==> src/f8_defines.svh <==
`ifndef F8_DEFINES_SVH
`define F8_DEFINES_SVH

// data and address width
`define F8_WORD_W 16
// opcode byte plus two operand bytes
`define F8_INST_W 24
// instructions are at most 3 bytes
`define F8_LEN_W 2

`define F8_RESET_PC 16'h4000

`endif

==> src/f8_pkg.sv <==
`default_nettype none

`include "f8_defines.svh"

package f8_pkg;

	typedef logic [`F8_WORD_W-1:0] f8_word_t;
	typedef logic [1:0] f8_bytesel_t;

	typedef enum logic [7:0] {
		OP_NOP = 8'h00,
		OP_TRAP = 8'h01,
		OP_INCW_Y = 8'h0c,
		OP_JP_Y = 8'h0f,
		OP_SUB_XL_IMM = 8'h10,
		OP_ADD_XL_IMM = 8'h18,
		OP_ADD_XL_DIR = 8'h19,
		OP_OR_XL_IMM = 8'h28,
		OP_AND_XL_IMM = 8'h30,
		OP_XOR_XL_IMM = 8'h38,
		OP_LD_XL_IMM = 8'h40,
		OP_LD_DIR_XL = 8'h48,
		OP_LDW_Y_IMM = 8'h60,
		OP_LDW_Y_DIR = 8'h61,
		OP_LDW_DIR_Y = 8'h68,
		OP_JP_IMM = 8'h80,
		OP_JR = 8'h90,
		OP_JRZ = 8'h92,
		OP_JRNZ = 8'h93,
		OP_JRC = 8'h94
	} f8_opcode_t;

	// byte 0 is the opcode, bytes 1 and 2 the little-endian operand
	typedef struct packed {
		logic [`F8_INST_W-9:0] operand;
		f8_opcode_t opcode;
	} f8_inst_t;

	typedef enum logic [3:0] {
		ALU_PASS_B,
		ALU_PASS_W,
		ALU_ADD,
		ALU_SUB,
		ALU_AND,
		ALU_OR,
		ALU_XOR,
		ALU_INCW
	} f8_alu_op_t;

	typedef enum logic [1:0] {
		B_IMM8,
		B_IMM16,
		B_DATA8,
		B_DATA16
	} f8_bsrc_t;

	typedef enum logic [1:0] {
		REG_X,
		REG_Y,
		REG_Z
	} f8_reg_t;

	typedef struct packed {
		logic c;
		logic z;
		logic n;
	} f8_flags_t;

	typedef struct packed {
		f8_alu_op_t alu_op;
		f8_bsrc_t b_src;
		f8_reg_t rf_sel;
		f8_bytesel_t rf_en;
		f8_bytesel_t mem_en;
		f8_flags_t flag_mask;
		logic trap;
	} f8_ctrl_t;

	function automatic logic [`F8_LEN_W-1:0] f8_inst_len(f8_opcode_t op);
		case (op)
			OP_LDW_Y_IMM, OP_ADD_XL_DIR, OP_LD_DIR_XL, OP_LDW_DIR_Y, OP_LDW_Y_DIR, OP_JP_IMM:
				return 2'd3;
			OP_LD_XL_IMM, OP_ADD_XL_IMM, OP_SUB_XL_IMM, OP_AND_XL_IMM, OP_OR_XL_IMM,
			OP_XOR_XL_IMM, OP_JR, OP_JRZ, OP_JRNZ, OP_JRC:
				return 2'd2;
			// unknown codes step like nop
			default:
				return 2'd1;
		endcase
	endfunction

endpackage

`default_nettype wire

==> src/f8_regfile_if.sv <==
`timescale 1ns/1ns
`default_nettype none

interface f8_regfile_if
	import f8_pkg::*;
();
	f8_word_t x;
	f8_word_t y;
	f8_word_t z;
	f8_word_t next_x;
	f8_word_t next_y;
	f8_word_t next_z;
	f8_reg_t wr_sel;
	f8_word_t wr_data;
	f8_bytesel_t wr_en;

	modport store (
		output x, y, z, next_x, next_y, next_z,
		input wr_sel, wr_data, wr_en
	);
	modport exec (
		output wr_sel, wr_data, wr_en,
		input x, y, z
	);
	// decode side looks one instruction ahead
	modport peek (input next_x, next_y, next_z);
endinterface

`default_nettype wire

==> src/f8_alu.sv <==
`timescale 1ns/1ns
`default_nettype none

`include "f8_defines.svh"

module f8_alu
	import f8_pkg::*;
(
	input f8_alu_op_t op,
	input f8_word_t a,
	input f8_word_t b,
	output f8_word_t result,
	output f8_flags_t flags_out
);
	logic [8:0] byte_sum;
	logic [8:0] byte_diff;
	logic [`F8_WORD_W:0] word_inc;
	logic carry;
	logic is_word;

	assign byte_sum = {1'b0, a[7:0]} + {1'b0, b[7:0]};
	// bit 8 is the borrow
	assign byte_diff = {1'b0, a[7:0]} - {1'b0, b[7:0]};
	assign word_inc = {1'b0, a} + (`F8_WORD_W+1)'(1);
	assign is_word = (op == ALU_PASS_W) || (op == ALU_INCW);

	always_comb
	begin
		carry = 1'b0;
		case (op)
			ALU_PASS_B: result = {8'h00, b[7:0]};
			ALU_PASS_W: result = b;
			ALU_ADD:
			begin
				result = {8'h00, byte_sum[7:0]};
				carry = byte_sum[8];
			end
			ALU_SUB:
			begin
				result = {8'h00, byte_diff[7:0]};
				carry = byte_diff[8];
			end
			ALU_AND: result = {8'h00, a[7:0] & b[7:0]};
			ALU_OR: result = {8'h00, a[7:0] | b[7:0]};
			ALU_XOR: result = {8'h00, a[7:0] ^ b[7:0]};
			ALU_INCW:
			begin
				result = word_inc[`F8_WORD_W-1:0];
				carry = word_inc[`F8_WORD_W];
			end
			default: result = b;
		endcase
	end

	assign flags_out = '{
		c: carry,
		z: is_word ? (result == '0) : (result[7:0] == 8'h00),
		n: is_word ? result[`F8_WORD_W-1] : result[7]
	};
endmodule

`default_nettype wire

==> src/f8_core.sv <==
`timescale 1ns/1ns
`default_nettype none

module f8_core
	import f8_pkg::*;
(
	input logic clk,
	input logic reset,
	input f8_inst_t iread_data,
	input f8_word_t dread_data,
	output f8_word_t iread_addr,
	output f8_word_t dread_addr,
	output f8_word_t dwrite_addr,
	output f8_word_t dwrite_data,
	output f8_bytesel_t dwrite_en,
	output logic trap
);
	f8_inst_t inst;
	f8_flags_t next_flags;

	f8_regfile_if rf_if ();

	f8_regfile i_regfile (
		.clk(clk),
		.rf(rf_if)
	);

	// decodes one instruction ahead of execute
	f8_fetch_stage i_fetch (
		.clk(clk),
		.reset(reset),
		.iread_data(iread_data),
		.next_flags(next_flags),
		.rf(rf_if),
		.iread_addr(iread_addr),
		.dread_addr(dread_addr),
		.inst(inst)
	);

	f8_execute_stage i_execute (
		.clk(clk),
		.reset(reset),
		.inst(inst),
		.dread_data(dread_data),
		.rf(rf_if),
		.next_flags(next_flags),
		.dwrite_addr(dwrite_addr),
		.dwrite_data(dwrite_data),
		.dwrite_en(dwrite_en),
		.trap(trap)
	);
endmodule

`default_nettype wire

==> src/f8_decoder.sv <==
`timescale 1ns/1ns
`default_nettype none

module f8_decoder
	import f8_pkg::*;
(
	input f8_opcode_t opcode,
	output f8_ctrl_t ctrl
);
	localparam f8_flags_t FL_CZN = '{c: 1'b1, z: 1'b1, n: 1'b1};
	localparam f8_flags_t FL_ZN = '{c: 1'b0, z: 1'b1, n: 1'b1};

	always_comb
	begin
		ctrl = '{alu_op: ALU_PASS_B, b_src: B_IMM8, rf_sel: REG_X, rf_en: 2'b00,
			mem_en: 2'b00, flag_mask: '0, trap: 1'b0};
		case (opcode)
			OP_LD_XL_IMM:
				ctrl.rf_en = 2'b01;
			OP_LDW_Y_IMM:
			begin
				ctrl.alu_op = ALU_PASS_W;
				ctrl.b_src = B_IMM16;
				ctrl.rf_sel = REG_Y;
				ctrl.rf_en = 2'b11;
			end
			OP_ADD_XL_IMM, OP_SUB_XL_IMM:
			begin
				ctrl.alu_op = (opcode == OP_ADD_XL_IMM) ? ALU_ADD : ALU_SUB;
				ctrl.rf_en = 2'b01;
				ctrl.flag_mask = FL_CZN;
			end
			OP_AND_XL_IMM:
			begin
				ctrl.alu_op = ALU_AND;
				ctrl.rf_en = 2'b01;
				ctrl.flag_mask = FL_ZN;
			end
			OP_OR_XL_IMM:
			begin
				ctrl.alu_op = ALU_OR;
				ctrl.rf_en = 2'b01;
				ctrl.flag_mask = FL_ZN;
			end
			OP_XOR_XL_IMM:
			begin
				ctrl.alu_op = ALU_XOR;
				ctrl.rf_en = 2'b01;
				ctrl.flag_mask = FL_ZN;
			end
			OP_ADD_XL_DIR:
			begin
				ctrl.alu_op = ALU_ADD;
				ctrl.b_src = B_DATA8;
				ctrl.rf_en = 2'b01;
				ctrl.flag_mask = FL_CZN;
			end
			// stores pass the register through to dwrite_data
			OP_LD_DIR_XL:
				ctrl.mem_en = 2'b01;
			OP_LDW_DIR_Y:
			begin
				ctrl.alu_op = ALU_PASS_W;
				ctrl.mem_en = 2'b11;
			end
			OP_LDW_Y_DIR:
			begin
				ctrl.alu_op = ALU_PASS_W;
				ctrl.b_src = B_DATA16;
				ctrl.rf_sel = REG_Y;
				ctrl.rf_en = 2'b11;
			end
			OP_INCW_Y:
			begin
				ctrl.alu_op = ALU_INCW;
				ctrl.rf_sel = REG_Y;
				ctrl.rf_en = 2'b11;
				ctrl.flag_mask = FL_CZN;
			end
			OP_TRAP:
				ctrl.trap = 1'b1;
			// nop, jumps and unknown codes write nothing
			default: ;
		endcase
	end
endmodule

`default_nettype wire

==> src/f8_execute_stage.sv <==
`timescale 1ns/1ns
`default_nettype none

module f8_execute_stage
	import f8_pkg::*;
(
	input logic clk,
	input logic reset,
	input f8_inst_t inst,
	input f8_word_t dread_data,
	f8_regfile_if.exec rf,
	output f8_flags_t next_flags,
	output f8_word_t dwrite_addr,
	output f8_word_t dwrite_data,
	output f8_bytesel_t dwrite_en,
	output logic trap
);
	f8_ctrl_t ctrl;
	f8_flags_t flags;
	f8_flags_t alu_flags;
	f8_word_t opnd_a;
	f8_word_t opnd_b;
	f8_word_t src_b;
	f8_word_t result;

	f8_decoder i_decoder (
		.opcode(inst.opcode),
		.ctrl(ctrl)
	);

	// word ops act on y, byte ops on xl
	assign opnd_a = (ctrl.alu_op == ALU_PASS_W || ctrl.alu_op == ALU_INCW)
		? rf.y : {8'h00, rf.x[7:0]};

	always_comb
	begin
		case (ctrl.b_src)
			B_IMM8: src_b = {8'h00, inst.operand[7:0]};
			B_IMM16: src_b = inst.operand;
			B_DATA8: src_b = {8'h00, dread_data[7:0]};
			default: src_b = dread_data;
		endcase
	end

	// a store sends its source register down the pass path
	assign opnd_b = (ctrl.mem_en != 2'b00) ? opnd_a : src_b;

	f8_alu i_alu (
		.op(ctrl.alu_op),
		.a(opnd_a),
		.b(opnd_b),
		.result(result),
		.flags_out(alu_flags)
	);

	assign next_flags = (alu_flags & ctrl.flag_mask) | (flags & ~ctrl.flag_mask);

	always_ff @(posedge clk)
	begin
		if (reset)
			flags <= '0;
		else
			flags <= next_flags;
	end

	assign rf.wr_sel = ctrl.rf_sel;
	assign rf.wr_data = result;
	assign rf.wr_en = ctrl.rf_en;

	assign dwrite_addr = inst.operand;
	assign dwrite_data = result;
	assign dwrite_en = reset ? 2'b00 : ctrl.mem_en;
	assign trap = !reset && ctrl.trap;
endmodule

`default_nettype wire

==> src/f8_fetch_stage.sv <==
`timescale 1ns/1ns
`default_nettype none

`include "f8_defines.svh"

module f8_fetch_stage
	import f8_pkg::*;
(
	input logic clk,
	input logic reset,
	input f8_inst_t iread_data,
	input f8_flags_t next_flags,
	f8_regfile_if.peek rf,
	output f8_word_t iread_addr,
	output f8_word_t dread_addr,
	output f8_inst_t inst
);
	// address of the instruction on iread_data
	f8_word_t pc;
	f8_word_t next_pc;
	f8_word_t jr_target;
	logic jr_taken;

	assign jr_target = pc + {{8{iread_data.operand[7]}}, iread_data.operand[7:0]};

	// flags come forwarded from the executing instruction
	always_comb
	begin
		case (iread_data.opcode)
			OP_JR: jr_taken = 1'b1;
			OP_JRZ: jr_taken = next_flags.z;
			OP_JRNZ: jr_taken = !next_flags.z;
			OP_JRC: jr_taken = next_flags.c;
			default: jr_taken = 1'b0;
		endcase
	end

	always_comb
	begin
		if (reset)
			next_pc = `F8_RESET_PC;
		else if (iread_data.opcode == OP_JP_IMM)
			next_pc = iread_data.operand;
		else if (iread_data.opcode == OP_JP_Y)
			next_pc = rf.next_y;
		else if (jr_taken)
			next_pc = jr_target;
		else
			next_pc = pc + f8_word_t'(f8_inst_len(iread_data.opcode));
	end

	assign iread_addr = next_pc;

	// data arrives in the cycle this instruction executes
	assign dread_addr = (iread_data.opcode == OP_ADD_XL_DIR || iread_data.opcode == OP_LDW_Y_DIR)
		? iread_data.operand : '0;

	always_ff @(posedge clk)
	begin
		pc <= next_pc;
		if (reset)
			inst <= '{operand: '0, opcode: OP_NOP};
		else
			inst <= iread_data;
	end
endmodule

`default_nettype wire

==> src/f8_regfile.sv <==
`timescale 1ns/1ns
`default_nettype none

module f8_regfile
	import f8_pkg::*;
(
	input logic clk,
	f8_regfile_if.store rf
);
	f8_word_t regs [3];
	f8_word_t next_regs [3];

	always_comb
	begin
		for (int i = 0; i < 3; i++)
		begin
			next_regs[i] = regs[i];
			if (rf.wr_sel == f8_reg_t'(i))
			begin
				if (rf.wr_en[0])
					next_regs[i][7:0] = rf.wr_data[7:0];
				if (rf.wr_en[1])
					next_regs[i][15:8] = rf.wr_data[15:8];
			end
		end
	end

	always_ff @(posedge clk)
		regs <= next_regs;

	assign rf.x = regs[0];
	assign rf.y = regs[1];
	assign rf.z = regs[2];

	// forwarded values for the instruction being decoded
	assign rf.next_x = next_regs[0];
	assign rf.next_y = next_regs[1];
	assign rf.next_z = next_regs[2];
endmodule

`default_nettype wire

==> config.mk <==
export PLATFORM = sky130hd
export DESIGN_NAME = f8_core
export DESIGN_NICKNAME = d
export VERILOG_FILES = /design/src/f8_pkg.sv /design/src/f8_regfile_if.sv /design/src/f8_alu.sv /design/src/f8_core.sv /design/src/f8_decoder.sv /design/src/f8_execute_stage.sv /design/src/f8_fetch_stage.sv /design/src/f8_regfile.sv
export VERILOG_INCLUDE_DIRS = /design/src
export SDC_FILE = /design/constraint.sdc
export NUM_CORES = 1
export LEC_CHECK = 0
export BUFFER_PORTS_ARGS = -buffer_cell sky130_fd_sc_hd__buf_2
export CORE_MARGIN = 2
export CORE_UTILIZATION = 57
export CTS_CLUSTER_DIAMETER = 50
export DETAILED_ROUTE_END_ITERATION = 8
export HOLD_SLACK_MARGIN = 0.03
export PLACE_DENSITY = 0.78
export SLEW_MARGIN = 15
export SYNTH_ARGS = -nofsm -noshare
export SYNTH_HDL_FRONTEND = slang
export SYNTH_HIERARCHICAL = 1
export SYNTH_SLANG_ARGS = --single-unit
==> constraint.sdc <==
create_clock -name clk -period 11.73 [get_ports clk]
set_input_delay 1.173 -clock clk [delete_from_list [all_inputs] [get_ports clk]]
set_output_delay 1.173 -clock clk [all_outputs]
set_load 0.02 [all_outputs]
* Yosys cells after proc, flatten, opt, wreduce, memory -nomap -nowiden
Cells that the tools add are included.
** Storage, ports and cells
- Flip-flop bits (word level) :: 67
- Bits of input ports :: 42
- Output and inout port bits :: 67
- Logic and storage cells :: 110
** Cells by class
- Multiplexer cells :: 30
- Add/subtract/negate cells :: 5
- Bitwise logic cells :: 7
- Reductions and logical operators :: 20
- Equality and inequality tests :: 40
** Operators with widths (count)
- $mux W16 :: 8
- $pmux W16 S7 :: 1
- $eq A8 B7 Y1 const B :: 10
- $eq A8 B5 Y1 const B :: 6
- $eq A8 B6 Y1 const B :: 6
- $pmux W16 S3 :: 1
- $eq A8 B8 Y1 const B :: 5
- $pmux W3 S7 :: 1
- $add A16 B1 Y17 const B :: 1
- $add A16 B16 Y16 :: 1
- $add A16 B2 Y16 :: 1
- $eq A8 B4 Y1 const B :: 2
- $logic_not A16 Y1 :: 1
- $mux W8 :: 2
- $eq A4 B3 Y1 const B :: 3
- $pmux W2 S2 :: 3
- $mux W2 :: 5
- $reduce_or A10 Y1 :: 1
- $add A8 B8 Y9 :: 1
- $reduce_or A3 Y1 :: 3
- $sub A8 B8 Y9 :: 1
- $and A8 B8 Y8 :: 1
- $eq A4 B2 Y1 const B :: 2
- $eq A8 B1 Y1 const B :: 1
- other kinds (26) :: 35

* Logic depth before layout (Yosys ltp)
- Word-level depth :: 24
- Gate-level depth with buffers :: 34

* Modules after synthesis
Netlist, hierarchy kept.
** By module, submodules not included
- f8_fetch_stage :: cells an instance 291, sequential area each 800.8 um^2, instances 1, area an instance 2468.6 um^2
- f8_alu :: cells an instance 240, sequential area each 0.0 um^2, instances 1, area an instance 1721.7 um^2
- f8_regfile :: cells an instance 104, sequential area each 960.9 um^2, instances 1, area an instance 1606.5 um^2
- f8_execute_stage :: cells an instance 131, sequential area each 60.1 um^2, instances 1, area an instance 968.4 um^2
- f8_decoder :: cells an instance 49, sequential area each 0.0 um^2, instances 1, area an instance 326.6 um^2

* Worst setup path after synthesis
OpenSTA, ideal clock, no wires.
- Path kind :: reg-to-output
- Start point :: register i_fetch/inst[6] (netlist name)
- End point :: output port iread_addr[6]
- Cell stages (with the launch flop) :: 31
- Setup slack :: 3.144 ns
- Buffers on the path :: 2
- Arrival time :: 7.413 ns
- Path through :: dfxtp_1 buf_6 or3_4 o31ai_1 xor2_1 o21ai_0 a31oi_1 ha_1 inv_1 fa_1 a221oi_1 o22ai_1 nor3b_1 o221ai_1 or4_1 nor4_2 mux2_2 nor4bb_1 a211o_1 and3_1 clkbuf_1 a21o_1 ha_1 inv_1 fa_1 nor2b_1 or2_2 a221oi_1 xnor2_1 nand2_1 a311oi_1
** RTL lines
- end: declaration :: RTL line f8_core.sv:11 : output f8_word_t iread_addr,

==> results.cfg <==
[global_routing]
grt_max_degree = 48
grt_pass1_wl_um = 27800
grt_pass1_vias = 5489
gr-usage-all-layers_pct = 29.9
grt_antenna_before_repair = 1
gr-total-overflow = 0

[placed_design]
place_ws_ns = 2.12
gp_congestion = 1.01
io_buffers = 108
dpl.hpwl_um = 13900
dpl.cell_count = 942

[drt]
dr.pass1.iters = 7
vias = 5917
drtIter0Drc = 643
drc_errors = 0
ant_nets = 0
wl_per_cell_um = 18.4
via_per_inst = 6.18
routed_wl_um = 17600

[hold_path]
min_to = i_regfile/rf.x[6]
min_path_type = reg -> reg
hp-start = i_regfile/rf.x[6]
hold_depth = 1

[setup_path]
arrival_ns = 8.90
rr_startpoint = i_fetch/inst[7]
endpoint_kind = output port
critPathSlowestCell = nor2_1
r2r_end = i_fetch/pc[12]
path_class = reg -> out
start_kind = register
r2r_setup_slack_ns = 3.30
path_max_fanout = 15
cpPeakStageDelay_ns = 0.85
ff2ff_path_depth = 28
cp.required_ns = 10.56

[cts]
clk_latency_ns = 0.35
clk_path_buf_depth = 2
htreeDepth = 3
ctsResizeCount = 0
clk_pin_slew_ns = 0.07
post_cts_buffers = 0
cts_tree = built
cts_num_sinks = 66
cts_hold_buf = 0
cts_made_buffers = 9
root_buffer = clkbuf_8

[yosys]
yosysWarningCount = 6
syn_area_per_cell_um2 = 8.22
syn_area_um2 = 6250
syn_inst = 760

[die]
die_y_um = 109
initial_utilization_pct = 57.9
rows = 38
die-area_um2 = 11800
ioPinCount = 109
dieWidth_um = 109
core_um2 = 10800

[power_and_ir_drop]
leakagePower_nw = 3.07
power_density_nw_per_um2 = 108
irDropWorstVdd_uv = 78.6

[final_layout]
fin_cells = 957
antenna_cells = 0
area_delta_synth_final_pct = 7.91
drive_gt1_share_pct = 25.6
nNetsFinal = 899
final_util_pct = 62.5
fillers = 924

[timing]
worst_pin_slew_ns = 1.11
fmax_mhz = 99.3
tns_ns = 0
relSlewSlack_pct = 25.8
holdWs_ns = 0.484
rsz0062_at_grt = false
period_needed_ns = 10.07
post-route-period-util_pct = 85.9
hold_viol_final = 0
worst_slack_ns = 1.66
skew_ns = 0.00860
setup_violations = 0
slew_violations = 0

[outcome]
status = completed

[job]
cap_violations = 0
critical path: cells and delay by family, from the launching register on:
family,cells,cell delay [ns]
DFF,1,0.39
xor gates and xnor gates,2,0.62
AOI/OAI and AO/OA,10,2.48
adders and majority gates,4,1.27
muxes,1,0.22
buffers and inverters,3,0.35
and+or+nand+nor,9,3.20
sequential cells by signal, indices dropped and copies added (netlist names):
signal / flops
i_execute/flags: 2
i_fetch/inst: 24
i_fetch/pc: 16
i_regfile/rf.x: 8
i_regfile/rf.y: 16
power breakdown:
group          internal [mW]  switching, mW  leakage [nW]
Sequential             0.241         0.0113         0.542
Combinational          0.101          0.165          2.41
Clock                  0.124         0.0889         0.112
worst max path at each step:
stage / start / cells after the start / slack (ns) / to
6_report: i_fetch/inst[7] / 29 / 1.66 / iread_addr[12]
5_1_grt: i_fetch/inst[3] / 30 / 1.0 / iread_addr[12]
4_1_cts: i_fetch/inst[7] / 30 / 1.72 / iread_addr[12]
3_5_place_dp: i_fetch/inst[7] / 30 / 2.12 / iread_addr[12]
3_3_place_gp: i_fetch/inst[7] / 30 / 2.43 / iread_addr[12]
2_1_floorplan: i_fetch/inst[6] / 30 / 3.14 / iread_addr[6]
placed cells by master (no fill, tap or decap), types with 18 or more instances in the layout:
| cell type | instances |
|---|---|
| nand2_1 | 51 |
| a21oi_1 | 29 |
| o21ai_0 | 29 |
| nor3_1 | 18 |
| dfxtp_1 | 66 |
| mux2_2 | 34 |
| nor2b_1 | 42 |
| ha_1 | 41 |
| inv_1 | 34 |
| buf_2 | 108 |
| nand3_1 | 23 |
| xnor2_1 | 24 |
| nor2_1 | 41 |
| and2_1 | 25 |
per-stage QoR:
stage	instance area (um2)	power [mW]
3_5_place_dp	6520	0.515
5_1_grt	6750	0.773
4_1_cts	6740	0.728
3_3_place_gp	6520	0.508
2_1_floorplan	6250	0.460
6_report	6750	0.731
cell type report:
cell class | instances | area, um2 | area share, %
Sequential cell | 66 | 1320 | 19.6
Clock buffer | 10 | 138 | 2.04
Inverter | 34 | 128 | 1.89
Tap cell | 140 | 175 | 2.60
Clock inverter | 5 | 78.8 | 1.17
Multi-Input combinational cell | 592 | 4350 | 64.5
Timing Repair Buffer | 110 | 556 | 8.24
layer usage:
| layer | global-route usage, % | share of wire [%] | up-vias | routed length, um |
|---|---|---|---|---|
| li1 | - | - | 2823 | - |
| met1 | 38.5 | 41 | 2778 | 7280 |
| met2 | 51.7 | 49 | 283 | 8680 |
| met3 | 4.12 | 7.6 | 31 | 1330 |
| met4 | 9.52 | 1.9 | 2 | 333 |
| met5 | 0 | 0.062 | - | 11 |
(Power assumes the default switching activity.)
